[src/i2s_pkg.sv]
/*
  shared constants and types for the I2S serializer
  the frame layout is fixed at 2 x 16-bit channels, 64 bit slots per frame
  mclk_per_bit_lp must stay a power of two for the phase counter
*/

`default_nettype none

package i2s_pkg;

    //////////////////////////////
    // frame geometry
    //////////////////////////////

    // one channel sample
    localparam int chan_w_lp = 16;
    // left + right word
    localparam int frame_w_lp = 32;
    // mclk cycles per sclk period
    localparam int mclk_per_bit_lp = 4;
    // phase counter width, log2 of the divide ratio
    localparam int phase_w_lp = $clog2(mclk_per_bit_lp);
    // bit slots in one lrck half
    localparam int slots_per_half_lp = 32;
    // slot counter width
    localparam int bit_cnt_w_lp = 5;

    //////////////////////////////
    // types
    //////////////////////////////

    // sample word, raw for the datapath
    // split view for anything that looks at channels
    typedef union packed {
        logic [frame_w_lp-1:0] word;
        struct packed {
            logic [chan_w_lp-1:0] left;
            logic [chan_w_lp-1:0] right;
        } chan;
    } audio_frame_u;

    // per-cycle strobes from the sequencer to the shifter
    // load and shift only ever appear in a bit_en cycle
    typedef struct packed {
        logic bit_en;
        logic load;
        logic shift;
    } shift_ctrl_t;

endpackage

`default_nettype wire

[src/i2s_audio_out.sv]
/*
  I2S audio output, single clock domain on audgen_mclk
  sample is asynchronous, hold each value at least 4 mclk cycles
  no back-pressure, one word is taken per frame and the rest are lost
*/

`timescale 1ns/10ps
`default_nettype none

module i2s_audio_out import i2s_pkg::*; (
    input  logic         audgen_mclk,
    input  logic         rst_n,
    input  audio_frame_u sample,
    output logic         sclk,
    output logic         lrck,
    output logic         dac
);

    //////////////////////////////
    // internal nets
    //////////////////////////////

    // filtered word into the shifter
    audio_frame_u stable_sample;
    // per-slot strobes
    shift_ctrl_t  ctrl;

    //////////////////////////////
    // input side
    //////////////////////////////

    sample_sync u_sample_sync (
        .audgen_mclk   (audgen_mclk),
        .rst_n         (rst_n),
        .sample        (sample),
        .stable_sample (stable_sample)
    );

    //////////////////////////////
    // timing
    //////////////////////////////

    // sclk = mclk / 4, lrck = sclk / 64
    i2s_frame_ctrl u_i2s_frame_ctrl (
        .audgen_mclk (audgen_mclk),
        .rst_n       (rst_n),
        .ctrl        (ctrl),
        .sclk        (sclk),
        .lrck        (lrck)
    );

    //////////////////////////////
    // serial data
    //////////////////////////////

    sample_shifter u_sample_shifter (
        .audgen_mclk   (audgen_mclk),
        .rst_n         (rst_n),
        .ctrl          (ctrl),
        .stable_sample (stable_sample),
        .dac           (dac)
    );

endmodule

`default_nettype wire

[src/i2s_frame_ctrl.sv]
/*
  frame sequencer, one sclk per 4 mclk, 64 bit slots per frame
  bit_en is the last mclk of the sclk high phase, so all shifter
  updates land on the sclk falling edge
  lrck is low out of reset, the first load comes at the end of slot 31
*/

`timescale 1ns/10ps
`default_nettype none

module i2s_frame_ctrl import i2s_pkg::*; (
    input  logic        audgen_mclk,
    input  logic        rst_n,
    output shift_ctrl_t ctrl,
    output logic        sclk,
    output logic        lrck
);

    //////////////////////////////
    // bit clock
    //////////////////////////////

    logic [phase_w_lp-1:0]   phase_q;
    logic [bit_cnt_w_lp-1:0] slot_q;
    logic                    lrck_q;

    logic bit_en;
    logic slot_last;
    logic data_slot;

    // free running mclk divider
    always_ff @(posedge audgen_mclk) begin
        if (!rst_n) begin
            phase_q <= '0;
        end else begin
            phase_q <= phase_q + 1'b1;
        end
    end

    // sclk low for phases 0,1 and high for 2,3
    assign sclk = phase_q[phase_w_lp-1];

    // last phase of the period, next edge is the sclk fall
    assign bit_en = (phase_q == phase_w_lp'(mclk_per_bit_lp - 1));

    //////////////////////////////
    // slot counter and word clock
    //////////////////////////////

    // final slot of an lrck half
    assign slot_last = (slot_q == bit_cnt_w_lp'(slots_per_half_lp - 1));

    // first 16 slots of a half carry channel data
    assign data_slot = (slot_q < bit_cnt_w_lp'(chan_w_lp));

    always_ff @(posedge audgen_mclk) begin
        if (!rst_n) begin
            slot_q <= '0;
            lrck_q <= 1'b0;
        end else if (bit_en) begin
            // wraps 31 -> 0 on its own
            slot_q <= slot_q + 1'b1;
            if (slot_last) begin
                lrck_q <= ~lrck_q;
            end
        end
    end

    assign lrck = lrck_q;

    //////////////////////////////
    // shifter strobes
    //////////////////////////////

    always_comb begin
        ctrl = '0;
        ctrl.bit_en = bit_en;
        // reload just as the left half starts, lrck still low here
        ctrl.load = bit_en && slot_last && !lrck_q;
        // slot 31 is never below 16, so this cannot meet load
        ctrl.shift = bit_en && data_slot;
    end

    //////////////////////////////
    // checks
    //////////////////////////////

    // exactly one bit_en per sclk period
    ap_bit_en_period: assert property (
        @(posedge audgen_mclk) disable iff (!rst_n)
        ctrl.bit_en |=> !ctrl.bit_en [*(mclk_per_bit_lp - 1)] ##1 ctrl.bit_en
    ) else $error("bit_en spacing is not %0d cycles", mclk_per_bit_lp);

    // word clock only moves after the last slot of a half
    ap_lrck_edge: assert property (
        @(posedge audgen_mclk) disable iff (!rst_n)
        !$stable(lrck) |-> $past(bit_en && slot_last)
    ) else $error("lrck moved outside slot 31");

    ap_load_shift_excl: assert property (
        @(posedge audgen_mclk) disable iff (!rst_n)
        !(ctrl.load && ctrl.shift)
    ) else $error("load and shift set together");

endmodule

`default_nettype wire

[src/sample_shifter.sv]
/*
  frame shift register, MSB first, zero fill from the bottom
  dac is registered and changes only on bit_en, i.e. on the sclk fall
  left bits go out in the 16 slots after lrck rises, right bits after it falls
*/

`timescale 1ns/10ps
`default_nettype none

module sample_shifter import i2s_pkg::*; (
    input  logic         audgen_mclk,
    input  logic         rst_n,
    input  shift_ctrl_t  ctrl,
    input  audio_frame_u stable_sample,
    output logic         dac
);

    //////////////////////////////
    // shift register
    //////////////////////////////

    logic [frame_w_lp-1:0] shift_q;
    logic                  dac_q;

    // next word into the register
    logic [frame_w_lp-1:0] shift_d;

    always_comb begin
        shift_d = shift_q;
        if (ctrl.load) begin
            // whole frame at once, left half on top
            shift_d = stable_sample.word;
        end else if (ctrl.shift) begin
            shift_d = {shift_q[frame_w_lp-2:0], 1'b0};
        end
    end

    always_ff @(posedge audgen_mclk) begin
        if (!rst_n) begin
            shift_q <= '0;
        end else if (ctrl.bit_en) begin
            shift_q <= shift_d;
        end
    end

    //////////////////////////////
    // serial output
    //////////////////////////////

    // msb as it was before this edge
    // so the bit loaded at slot 31 shows one slot later
    always_ff @(posedge audgen_mclk) begin
        if (!rst_n) begin
            dac_q <= 1'b0;
        end else if (ctrl.bit_en) begin
            dac_q <= shift_q[frame_w_lp-1];
        end
    end

    assign dac = dac_q;

    //////////////////////////////
    // checks
    //////////////////////////////

    // register strobes from the sequencer must sit on a bit slot
    ap_strobe_on_bit: assert property (
        @(posedge audgen_mclk) disable iff (!rst_n)
        (ctrl.load || ctrl.shift) |-> ctrl.bit_en
    ) else $error("load or shift outside a bit_en cycle");

endmodule

`default_nettype wire

[src/sample_sync.sv]
/*
  sample is asynchronous and must be held for at least 4 mclk cycles
  a settled word reaches stable_sample four mclk edges after it settles
  a word caught mid-change never reaches the output
*/

`timescale 1ns/10ps
`default_nettype none

module sample_sync import i2s_pkg::*; (
    input  logic         audgen_mclk,
    input  logic         rst_n,
    input  audio_frame_u sample,
    output audio_frame_u stable_sample
);

    //////////////////////////////
    // synchronizer chain
    //////////////////////////////

    // first stage may go metastable
    audio_frame_u meta_q;
    // second and third stages, compared below
    audio_frame_u sync_q;
    audio_frame_u hold_q;
    // last accepted word
    audio_frame_u stable_q;

    logic agree;

    always_ff @(posedge audgen_mclk) begin
        if (!rst_n) begin
            meta_q <= '0;
            sync_q <= '0;
            hold_q <= '0;
        end else begin
            meta_q <= sample;
            sync_q <= meta_q;
            hold_q <= sync_q;
        end
    end

    //////////////////////////////
    // stability filter
    //////////////////////////////

    // two successive copies match, so the bus was not moving
    // when stage two was captured
    assign agree = (sync_q.word == hold_q.word);

    always_ff @(posedge audgen_mclk) begin
        if (!rst_n) begin
            stable_q <= '0;
        end else if (agree) begin
            stable_q <= hold_q;
        end
    end

    // mismatching copies leave the last good word in place
    assign stable_sample = stable_q;

endmodule

`default_nettype wire
[config.mk]
export PLATFORM = sky130hd
export DESIGN_NAME = i2s_audio_out
export DESIGN_NICKNAME = d
export VERILOG_FILES = /design/src/i2s_pkg.sv /design/src/i2s_audio_out.sv /design/src/i2s_frame_ctrl.sv /design/src/sample_shifter.sv /design/src/sample_sync.sv
export SDC_FILE = /design/constraint.sdc
export NUM_CORES = 1
export LEC_CHECK = 0
export ABC_AREA = 0
export BUFFER_PORTS_ARGS = -buffer_cell sky130_fd_sc_hd__buf_2
export CAP_MARGIN = 30
export CORE_UTILIZATION = 54
export CTS_CLUSTER_DIAMETER = 60
export DETAILED_ROUTE_END_ITERATION = 10
export MAX_ROUTING_LAYER = met4
export PLACE_DENSITY = 0.85
export SLEW_MARGIN = 25
export SYNTH_ARGS = -nofsm -noshare
export SYNTH_HDL_FRONTEND = slang
export SYNTH_SLANG_ARGS = --single-unit
[constraint.sdc]
create_clock -name audgen_mclk -period 1.66 [get_ports audgen_mclk]
set_input_delay 0.249 -clock audgen_mclk [delete_from_list [all_inputs] [get_ports audgen_mclk]]
set_output_delay 0.249 -clock audgen_mclk [all_outputs]
set_load 0.02 [all_outputs]
Yosys cells after proc, flatten, opt, wreduce, memory -nomap -nowiden
Cells that the tools add are included.

Add/sub/neg operators: 2. $lt $le $gt $ge: 1. Equality and inequality tests: 3. Multiplexer cells: 2. Bitwise gates (word level): 1. Reductions and logical operators: 7.

Operators by type and width (count): two-way mux 32 bit (2); == test 32 bit (1); adder 5 x 1 -> 5 bit, second input constant (1); == test 5 bit, second input constant (1); less-than comparator 5 bit, second input constant (1); AND reduction 2 bit (2); logical AND 1 bit (3); adder 2 x 1 -> 2 bit, second input constant (1); == test 2 bit, second input constant (1); nonzero test 2 bit (1); logical NOT 1 bit (1); NOT 1 bit (1).

Bits in registers: 169. Bits of input ports: 34. Logic and storage cells: 25.

Longest topological paths before layout
Gate-level depths: netlist of the first run.

Word-level depth: 5. Gate-level depth with buffers: 9. Mapped depth without buffers: 7.

By module
Synthesis of the first run repeated with hierarchy kept, for this count alone.

Cell total of the unflattened synthesis: 565. Area, all modules: 6203.4 um^2.

Modules (own cells, without submodules): sample_sync (times used 1, cells each 384, area each 4186.5 um^2); sample_shifter (times used 1, cells each 147, area each 1657.8 um^2); i2s_frame_ctrl (times used 1, cells each 34, area each 359.1 um^2).

Worst setup path after synthesis of the first run
OpenSTA, ideal clock, no wires.

Path type: flip-flop to flip-flop. Start: register u_i2s_frame_ctrl.slot_q[0]. End: register u_sample_shifter.shift_q[1]. Setup time: 0.116 ns. Data arrival time: 1.661 ns. Required time: 1.544 ns. Setup slack: -0.117 ns. Cell stages (with the launch flop): 9. Path buffers: 2. Cells stage by stage: dfxtp_1 > ha_1 > and3_1 > ha_1 > nand2_1 > or2_2 > buf_2 > clkbuf_1 > o211a_1.

Word-level cells in the longest chain between the ends: 5.

Ends and longest elaborated chain: start, declared (RTL line i2s_frame_ctrl.sv:24) `logic [bit_cnt_w_lp-1:0] slot_q;`; start signal, assigned (RTL line i2s_frame_ctrl.sv:62) `slot_q <= slot_q + 1'b1;`; parallel branches: the longest is 5 deep, another holds less-than comparator 5 bit; end signal, assigned (RTL line sample_shifter.sv:42) `shift_q <= shift_d;`; end, declared (RTL line sample_shifter.sv:22) `logic [frame_w_lp-1:0] shift_q;`.

Parallel ways; which one is timed is not known. A chain may end at the register's enable or synchronous reset.

Final worst setup path of the first run
Start: register u_sample_sync.hold_q[0] in the netlist's numbering. End: register u_sample_sync.stable_q, in the netlist u_sample_sync.stable_sample[1].

Word-level cells in the longest chain between the ends: 1.

Ends and longest elaborated chain: start, declared (RTL line sample_sync.sv:25) `audio_frame_u hold_q;`; start signal, assigned (RTL line sample_sync.sv:39) `hold_q <= sync_q;`; == test 32 bit (RTL line sample_sync.sv:49) `assign agree = (sync_q.word == hold_q.word);`; end signal, assigned (RTL line sample_sync.sv:55) `stable_q <= hold_q;`; end, declared (RTL line sample_sync.sv:27) `audio_frame_u stable_q;`.

Every way passes these cells.

==> flow_summary.ini, run 1 <==
[outcome]
outcome = finished with violations
violations = negative setup slack

[placement]
port_buffers = 36
dp_hpwl_mm = 6.39
gp_congestion = 0.784

[worst_setup_path]
cpPeakStageDelay_ns = 0.36
arrival_ns = 2.18
path_depth = 6
path_max_fanout = 32
r2r-end = u_sample_sync.stable_sample[1]
slowest_stage = nor4_2
worst-setup-path-type = flop to flop
cp-end-kind = flop
r2r_setup_slack_ns = -0.07
crit_chain = xnor2_2 -> nand4_1 -> nor4_2 -> nand2_2 -> buf_12 -> mux2i_1
r2r-start = u_sample_sync.hold_q[0]
required_ns = 2.10
crit_buf_inv = 1
reg2reg_depth = 6
critPathTopFamily = simple AND/OR/NAND/NOR gates
start_kind = flop

[synth]
ys_warn_count = 0
async_flop_share = 0
synth_top_cells_by_count = dfxtp_1 (169), and2_1 (100), nand2_1 (99), mux2i_1 (66), xnor2_1 (34)
ys_seq_elements = 169
synth_top_area_frac = 0.562
synth_edf_count = 0
syn-num-nets = 600
syn_avg_cell_area_um2 = 10.7
synthCells = 563
synth_area_mm2 = 0.00602
synth.area.top_cells = dfxtp_1 (56%), mux2i_1 (11%), and2_1 (10%)
yosys_most_used_dff = dfxtp_1
synthDistinctLibCells = 23
yosys.area.top_type = dfxtp_1
synth.yosys.seq_area_share = 0.562
synth_most_common_cell = dfxtp_1

[sta]
max_freq_mhz = 577
setup_viol = 45
finalCriticalPeriod_ns = 1.73
fin_worst_skew_ns = 0.00831
finalWorstSetupSlack_ns = -0.0734
relSlewSlack = 0.795
drv_slew = 0
finalSetupTns_ns = -1.30
rsz0062_at_grt = yes
fin_crit_sh = 1.04
worst_pin_slew_ns = 0.306
hold_violations = 0

[layout]
utilization = 0.698
num-nets-final = 677
nFillCells = 652
syn2layout_area_growth_pct = 25.6
drive_above_1_share = 0.185
antenna_cells = 0

[global_route]
grt_use_total = 0.227
grt_max_degree = 76
antenna_found_initial = 0
grt_overflow_total = 0
grt_pass1_wl_mm = 19.3
grt_pass1_vias = 4066

[route]
dr.pass1.iters = 5
ant_nets = 0
top_layer_used = met4
wirelength_mm = 12.8
drt_iter0_drc = 222
vias = 4067
drt-met1-wl_mm = 5.22
wl_met3_um = 341
via_per_inst = 5.13
drc_errors = 0
avgRoutedWirePerCell_um = 16.1
wl_met2_mm = 6.93

[run]
cap_violations = 0

[cts]
root_buffer = clkbuf_8
cts_tree = done
cts_buffer_depth = 2
cts_max_level = 4
cts.sinks = 169
path_clk_slew_ns = 0.06
cts_buffers = 17
clk_latency_ns = 0.53

[min_path]
worstHoldStart = rst_n
hp-class = input pin to flop
whs_path_depth = 2
min_to = u_sample_sync.sync_q[23]

[power_and_ir_drop]
p_per_area_mw_per_mm2 = 1120
leakage_nw = 3.74
worst_ir_drop_vdd_uv = 1090

[die]
die_h_um = 108
dieArea_mm2 = 0.0116
fp.dieW_um = 108
num_rows = 38
core_mm2 = 0.0108
pin_count = 37
start_util = 0.556
through the flow:
stage	total power [W]	std cells	hold WS (ns)	setup slack (ns)	area, µm²
floorplan	0.00451	563	0.376	0.0328	6090
global placement	0.00461	719	0.406	-0.0576	6420
detailed placement	0.00462	719	0.407	-0.118	6420
CTS	0.00841	788	0.0765	-0.0111	7400
global route	0.00867	793	0.0982	-0.0814	7570
finish	0.00844	793	0.0962	-0.0734	7570
worst register-to-register path, stage by stage, from the launching register on:
cell and delay, ns:
dfxtp_1 0.34, xnor2_2 0.25, nand4_1 0.17, nor4_2 0.36, nand2_2 0.11, buf_12 0.20, mux2i_1 0.23
worst max path at each step:
stage / end / slack [ns] / startpoint
after floorplan: u_sample_shifter.shift_q[10] / 0.03 / u_i2s_frame_ctrl.phase_q[1]
after global placement: u_sample_shifter.shift_q[15] / -0.06 / u_i2s_frame_ctrl.slot_q[1]
after detailed placement: u_sample_shifter.shift_q[7] / -0.12 / u_i2s_frame_ctrl.slot_q[1]
after CTS: u_sample_shifter.shift_q[11] / -0.01 / u_i2s_frame_ctrl.slot_q[1]
after global routing: u_sample_sync.stable_sample[28] / -0.08 / u_sample_sync.hold_q[0]
final: u_sample_sync.stable_sample[1] / -0.07 / u_sample_sync.hold_q[0]
sequential cells by signal, indices dropped and copies added, names as in the netlist:
name                         cells
u_sample_shifter.dac             1
u_i2s_frame_ctrl.phase_q         2
u_sample_sync.meta_q            32
u_sample_sync.hold_q            32
u_i2s_frame_ctrl.slot_q          5
u_sample_sync.sync_q            32
u_sample_shifter.shift_q        32
u_sample_sync.stable_sample     32
u_i2s_frame_ctrl.lrck            1
layout by cell type, fill, tap and decap left out, types with 3 or more instances in the layout:
cell type	n
dfxtp_2	7
clkbuf_16	18
buf_6	5
xnor2_2	8
and2_1	100
nand2_1	98
dlygate4sd3_1	32
o211a_1	31
nor2b_1	4
clkinv_2	4
nand4_1	9
buf_4	11
or2_4	3
clkinvlp_4	3
mux2i_1	64
inv_6	3
xnor2_1	26
buf_12	5
buf_2	35
dfxtp_1	162
final cells by class:
class                   count  area, µm²  area share
flip-flops and latches    169       3390       0.448
multi-input cells         361       2610       0.345
repair buffers             91        812       0.107
clock buffers              18        428      0.0566
well taps                 140        175      0.0232
clock inverters            14        146      0.0193
metal layers:
metal,track usage,vias up
met5,-,-
met2,0.398,84
met1,0.250,1955
li1,-,2004
met3,0.0472,24
met4,0.0949,0
kinds of logic (layout without fill, tap and decap cells):
logic type / count (synthesis) / in the layout / synth area share
buffers and inverters: 37 / 123 / 0.0285
adder cells (fa/ha/maj): 3 / 3 / 0.00623
AO/OA/AOI/OAI: 33 / 33 / 0.0540
flip-flops: 169 / 169 / 0.562
XOR/XNOR: 35 / 35 / 0.0509
AND/OR/NAND/NOR: 220 / 224 / 0.189
multiplexers: 66 / 66 / 0.110
where the power goes:
group,switching (W),internal [W],total [W]
clock network,0.00160,0.00219,0.00379
logic,0.000196,0.000237,0.000433
registers,0.0000581,0.00416,0.00422
repair_timing:
item,CTS,global route
pin swaps,2,5
resized for setup,9,19
setup endpoints to repair,32,63
buffers inserted,1,1
endpoints found under the hold margin,32,0
hold buffers,32,0
cloned,4,4
Power figures use the tool's default switching activity.
==> inputs of run 2 (changes only) <==
CORE_UTILIZATION = 55   (was 54)
PLACE_DENSITY = 0.83   (was 0.85)
clock period = 2.1 ns   (was 1.66 ns; I/O delays follow)
==> run 2 against run 1 <==
Against the previous run:
- the flow now finishes without violations
- clock skew is 0.0013 ns higher
- clock power is 17% lower
- global-route usage is 0.090 points higher
- flip-flop and latch count stayed put
- first-iteration DRC count is 18% lower
- die area is 1.8% lower
- register-to-register slack better by 0.35 ns
- utilization is 0.60 points lower
- design area is 4.3% lower
- worst hold slack better by 0.15 ns
- critical path depth is 1 higher
- cell count is 3.0% lower
- largest cell class unchanged
- largest power group unchanged
==> flow_summary.ini, run 2 (same netlist as run 1, synthesis figures left out) <==
[die]
dieArea_mm2 = 0.0114
pin_count = 37
core_mm2 = 0.0105
die_h_um = 107
start_util = 0.576
num_rows = 37
fp.dieW_um = 107

[worst_setup_path]
endpoint = u_sample_shifter.shift_q[30]
setup.worst_path.start = u_i2s_frame_ctrl.slot_q[0]
cp-end-kind = flop
worst-setup-path-type = flop to flop
r2r_setup_slack_ns = 0.28
required_ns = 2.51
path_max_fanout = 64
start_kind = flop
r2r-end = u_sample_shifter.shift_q[30]
r2r-start = u_i2s_frame_ctrl.slot_q[0]
arrival_ns = 2.24
reg2reg_depth = 7

[sta]
fin_crit_sh = 0.867
max_freq_mhz = 549
worst_pin_slew_ns = 0.388
finalWorstSetupSlack_ns = 0.279
hold_violations = 0
drv_slew = 0
fin_worst_skew_ns = 0.00958
hold_ws_ns = 0.242
finalCriticalPeriod_ns = 1.82
rsz0062_at_grt = no
setup_viol = 0
finalSetupTns_ns = 0
relSlewSlack = 0.741

[global_route]
grt_pass1_wl_mm = 19.4
antenna_found_initial = 0
grt_pass1_vias = 4037
grt_use_total = 0.228
grt_overflow_total = 0
grt_max_degree = 71

[power_and_ir_drop]
power_frac_seq = 0.491
p_per_area_mw_per_mm2 = 937
combPwrFrac = 0.045
total_power_w = 0.00679
leakage_nw = 3.62
switching_share = 0.213
internal_power_w = 0.00534
worst_ir_drop_vdd_uv = 706
clockPowerShare = 0.464
p_switching_w = 0.00145

[route]
wirelength_mm = 11.8
avgRoutedWirePerCell_um = 15.3
via_per_inst = 5.05
dr.pass1.iters = 4
vias = 3887
ant_nets = 0
drt_iter0_drc = 183
drc_errors = 0

[layout]
multi_input_comb_area_mm2 = 0.00247
drive_above_1_share = 0.126
seq_area_mm2 = 0.00338
syn2layout_area_growth_pct = 20.2
final_cell_area_mm2 = 0.00724
nFillCells = 676
num-nets-final = 657
final_cell_mix = dfxtp_1 (169), and2_1 (100), nand2_1 (99)
antenna_cells = 0
final_common_cell = dfxtp_1

[cts]
cts_buffers = 17
cts_resized = 0
root_buffer = clkbuf_8
cts_max_level = 4
cts_setup_buffers = 0
path_clk_slew_ns = 0.06
holdBufCountCts = 32
cts.sinks = 169
cts_tree = done
cts_buffer_depth = 2
clk_latency_ns = 0.53

[placement]
port_buffers = 36
post-place-ws_ns = 0.305
place_area_mm2 = 0.00631
gp_congestion = 0.798
dp_hpwl_mm = 6.14

[outcome]
outcome = finished, final reports clean

[min_path]
hp-class = input pin to flop

[run]
cap_violations = 0
## run 2: cell count changes in the layout (fill, tap and decap cells not counted), moves of 3 or more
cell      before  now
buf_6          5    0
or2_4          3    0
xnor2_1       26   34
dfxtp_2        7    0
buf_4         11    4
dfxtp_1      162  169
xnor2_2        8    0
clkinv_4       2    5
## run 2: worst min-delay path by stage
stage,start,slack (ns),endpoint,cells after the start
6_report,rst_n,0.24,u_sample_sync.stable_sample[12],3
5_1_grt,rst_n,0.25,u_sample_sync.stable_sample[26],3
4_1_cts,rst_n,0.22,u_sample_sync.stable_sample[3],3
3_5_place_dp,u_i2s_frame_ctrl.phase_q[0],0.41,u_i2s_frame_ctrl.phase_q[0],1
3_3_place_gp,u_i2s_frame_ctrl.phase_q[0],0.41,u_i2s_frame_ctrl.phase_q[0],1
2_1_floorplan,u_i2s_frame_ctrl.phase_q[0],0.40,u_i2s_frame_ctrl.phase_q[0],1
## run 2: power groups by stage
| stage | registers, W | clock network, W | logic (W) |
|---|---|---|---|
| 2_1_floorplan | 0.00339 | 0 | 0.000180 |
| 3_3_place_gp | 0.00339 | 0 | 0.000243 |
| 3_5_place_dp | 0.00339 | 0 | 0.000249 |
| 4_1_cts | 0.00333 | 0.00317 | 0.000299 |
| 5_1_grt | 0.00333 | 0.00334 | 0.000335 |
| 6_report | 0.00333 | 0.00315 | 0.000309 |
## run 2: per-layer routing
layer	vias to the layer above	global-route usage	share of wire
met4	0	0.110	0.026
li1	1966	-	-
met2	73	0.384	0.52
met5	-	-	0
met1	1823	0.258	0.43
met3	25	0.0505	0.025
## run 2: layout make-up
type	count	area share
repair buffers	75	0.0837
clock inverters	13	0.0233
clock buffers	19	0.0610
multi-input cells	357	0.341
well taps	136	0.0235
flip-flops and latches	169	0.467
## run 2: critical path, cell delays in order (launching register included)
cell	delay, ns
dfxtp_1	0.38
ha_1	0.18
and3_1	0.16
ha_1	0.14
nand2_1	0.07
or2_2	0.32
buf_12	0.20
o211a_1	0.24
## run 2: through the flow
stage,utilization,cells
final,0.692,769
after global routing,0.692,769
after CTS,0.692,769
after detailed placement,0.603,705
after global placement,0.603,705
after floorplan,-,563
==> inputs of run 3 (changes only) <==
PLACE_DENSITY = 0.74   (was 0.83)
==> run 3 against run 2 <==
Against the previous run:
- combinational power decreased by 3%
- power decreased by 1.2%
- non-clock buffer count increased by 1
- flip-flop and latch count unchanged
- worst setup slack improved by 0.014 ns
- sequential power about the same
- critical path type unchanged
- largest cell class unchanged
==> flow_summary.ini, run 3 (same netlist as run 1, synthesis figures left out) <==
[outcome]
outcome = finished, final reports clean

[route]
wirelength_mm = 10.1
drt_iter0_drc = 109
vias = 3739
drc_errors = 0
ant_nets = 0
avgRoutedWirePerCell_um = 13.1
via_per_inst = 4.86
dr.pass1.iters = 4

[worst_setup_path]
path_max_fanout = 64
reg2reg_depth = 7
worst-setup-path-type = flop to flop
crit_chain = ha_1 -> and3_1 -> ha_1 -> nand2_1 -> or2_2 -> buf_12 -> o211a_1
slowest_stage = dfxtp_1
crit_buf_inv = 1
r2r-start = u_i2s_frame_ctrl.slot_q[0]
endpoint = u_sample_shifter.shift_q[8]
cp-end-kind = flop
start_kind = flop
r2r-end = u_sample_shifter.shift_q[8]
path_depth = 7
cpPeakStageDelay_ns = 0.38
crit_top_cell = ha_1
arrival_ns = 2.22
setup.worst_path.start = u_i2s_frame_ctrl.slot_q[0]
required_ns = 2.51
r2r_setup_slack_ns = 0.29
critPathTopFamily = simple AND/OR/NAND/NOR gates

[power_and_ir_drop]
worst_ir_drop_vdd_uv = 835
leakage_nw = 3.60
p_per_area_mw_per_mm2 = 926
total_power_w = 0.00670

[sta]
setup_viol = 0
rsz0062_at_grt = no
finalCriticalPeriod_ns = 1.81
max_freq_mhz = 553
drv_slew = 0
hold_violations = 0
finalWorstSetupSlack_ns = 0.293
worst_pin_slew_ns = 0.401
finalSetupTns_ns = 0
relSlewSlack = 0.733
fin_worst_skew_ns = 0.00693
hold_ws_ns = 0.236
fin_crit_sh = 0.861

[layout]
antenna_cells = 0
final_common_cell = dfxtp_1
final_cell_area_mm2 = 0.00724
syn2layout_area_growth_pct = 20.2
drive_above_1_share = 0.128
num-nets-final = 658
final_cell_mix = dfxtp_1 (169), and2_1 (100), nand2_1 (99)

[die]
core_mm2 = 0.0105
fp.dieW_um = 107
dieArea_mm2 = 0.0114
pin_count = 37
start_util = 0.576
die_h_um = 107
num_rows = 37

[cts]
cts_resized = 0
cts_buffer_depth = 2
clk_latency_ns = 0.53
root_buffer = clkbuf_8
cts.sinks = 169
cts_max_level = 4
cts_setup_buffers = 0
cts_buffers = 17
holdBufCountCts = 32
cts_tree = done
path_clk_slew_ns = 0.06

[placement]
place_area_mm2 = 0.00632
post-place-ws_ns = 0.328
port_buffers = 36
gp_congestion = 0.744

[global_route]
grt_use_total = 0.200
antenna_found_initial = 0
grt_overflow_total = 0
grt_pass1_vias = 3651
grt_max_degree = 65
grt_pass1_wl_mm = 16.8

[min_path]
hp-class = input pin to flop
worstHoldStart = rst_n

[run]
cap_violations = 0
==> run 3: cell types whose count changed in the layout (fill, tap and decap cells not counted) <==
cell	previous run	this run
buf_4	4	5
clkbuf_8	3	2
clkinvlp_4	1	5
clkinv_4	5	2
==> run 3: cell type report <==
type,count,area (µm²)
Clock buffer,18,428
Clock inverter,14,173
Fill cell,785,3230
Multi-Input combinational cell,357,2470
Sequential cell,169,3380
Tap cell,136,170
Timing Repair Buffer,76,613
==> run 3: worst min-delay path by stage <==
stage                     slack, ns  cells past startpoint                              to
final                          0.24                      2        u_sample_sync.meta_q[23]
after global routing           0.25                      2        u_sample_sync.sync_q[25]
after CTS                      0.21                      3  u_sample_sync.stable_sample[4]
after detailed placement       0.41                      1     u_i2s_frame_ctrl.phase_q[0]
after global placement         0.40                      1     u_i2s_frame_ctrl.phase_q[0]
after floorplan                0.40                      1     u_i2s_frame_ctrl.phase_q[0]
==> run 3: worst reg2reg max path: stages, from the launching register on <==
cell	delay, ns
dfxtp_1	0.38
ha_1	0.18
and3_1	0.16
ha_1	0.14
nand2_1	0.07
or2_2	0.33
buf_12	0.19
o211a_1	0.25
==> run 3: power by group <==
part	leakage, nW	total (W)	switching, W	internal, W
combinational	1.95	0.000299	0.000133	0.000165
clock	0.280	0.00308	0.00123	0.00185
sequential	1.38	0.00332	0.0000393	0.00329
==> run 3: layer usage <==
metal / vias to the layer above / share of wire / track usage / routed length (µm)
li1: 1953 / - / - / -
met1: 1705 / 0.48 / 0.243 / 4810
met2: 62 / 0.47 / 0.313 / 4680
met3: 19 / 0.034 / 0.0523 / 339
met4: 0 / 0.023 / 0.0881 / 231
met5: - / 0 / - / 0
==> run 3: per-stage QoR <==
step / std cells / utilization
after floorplan: 563 / -
after global placement: 706 / 0.604
after detailed placement: 706 / 0.604
after CTS: 770 / 0.692
after global routing: 770 / 0.692
final: 770 / 0.692
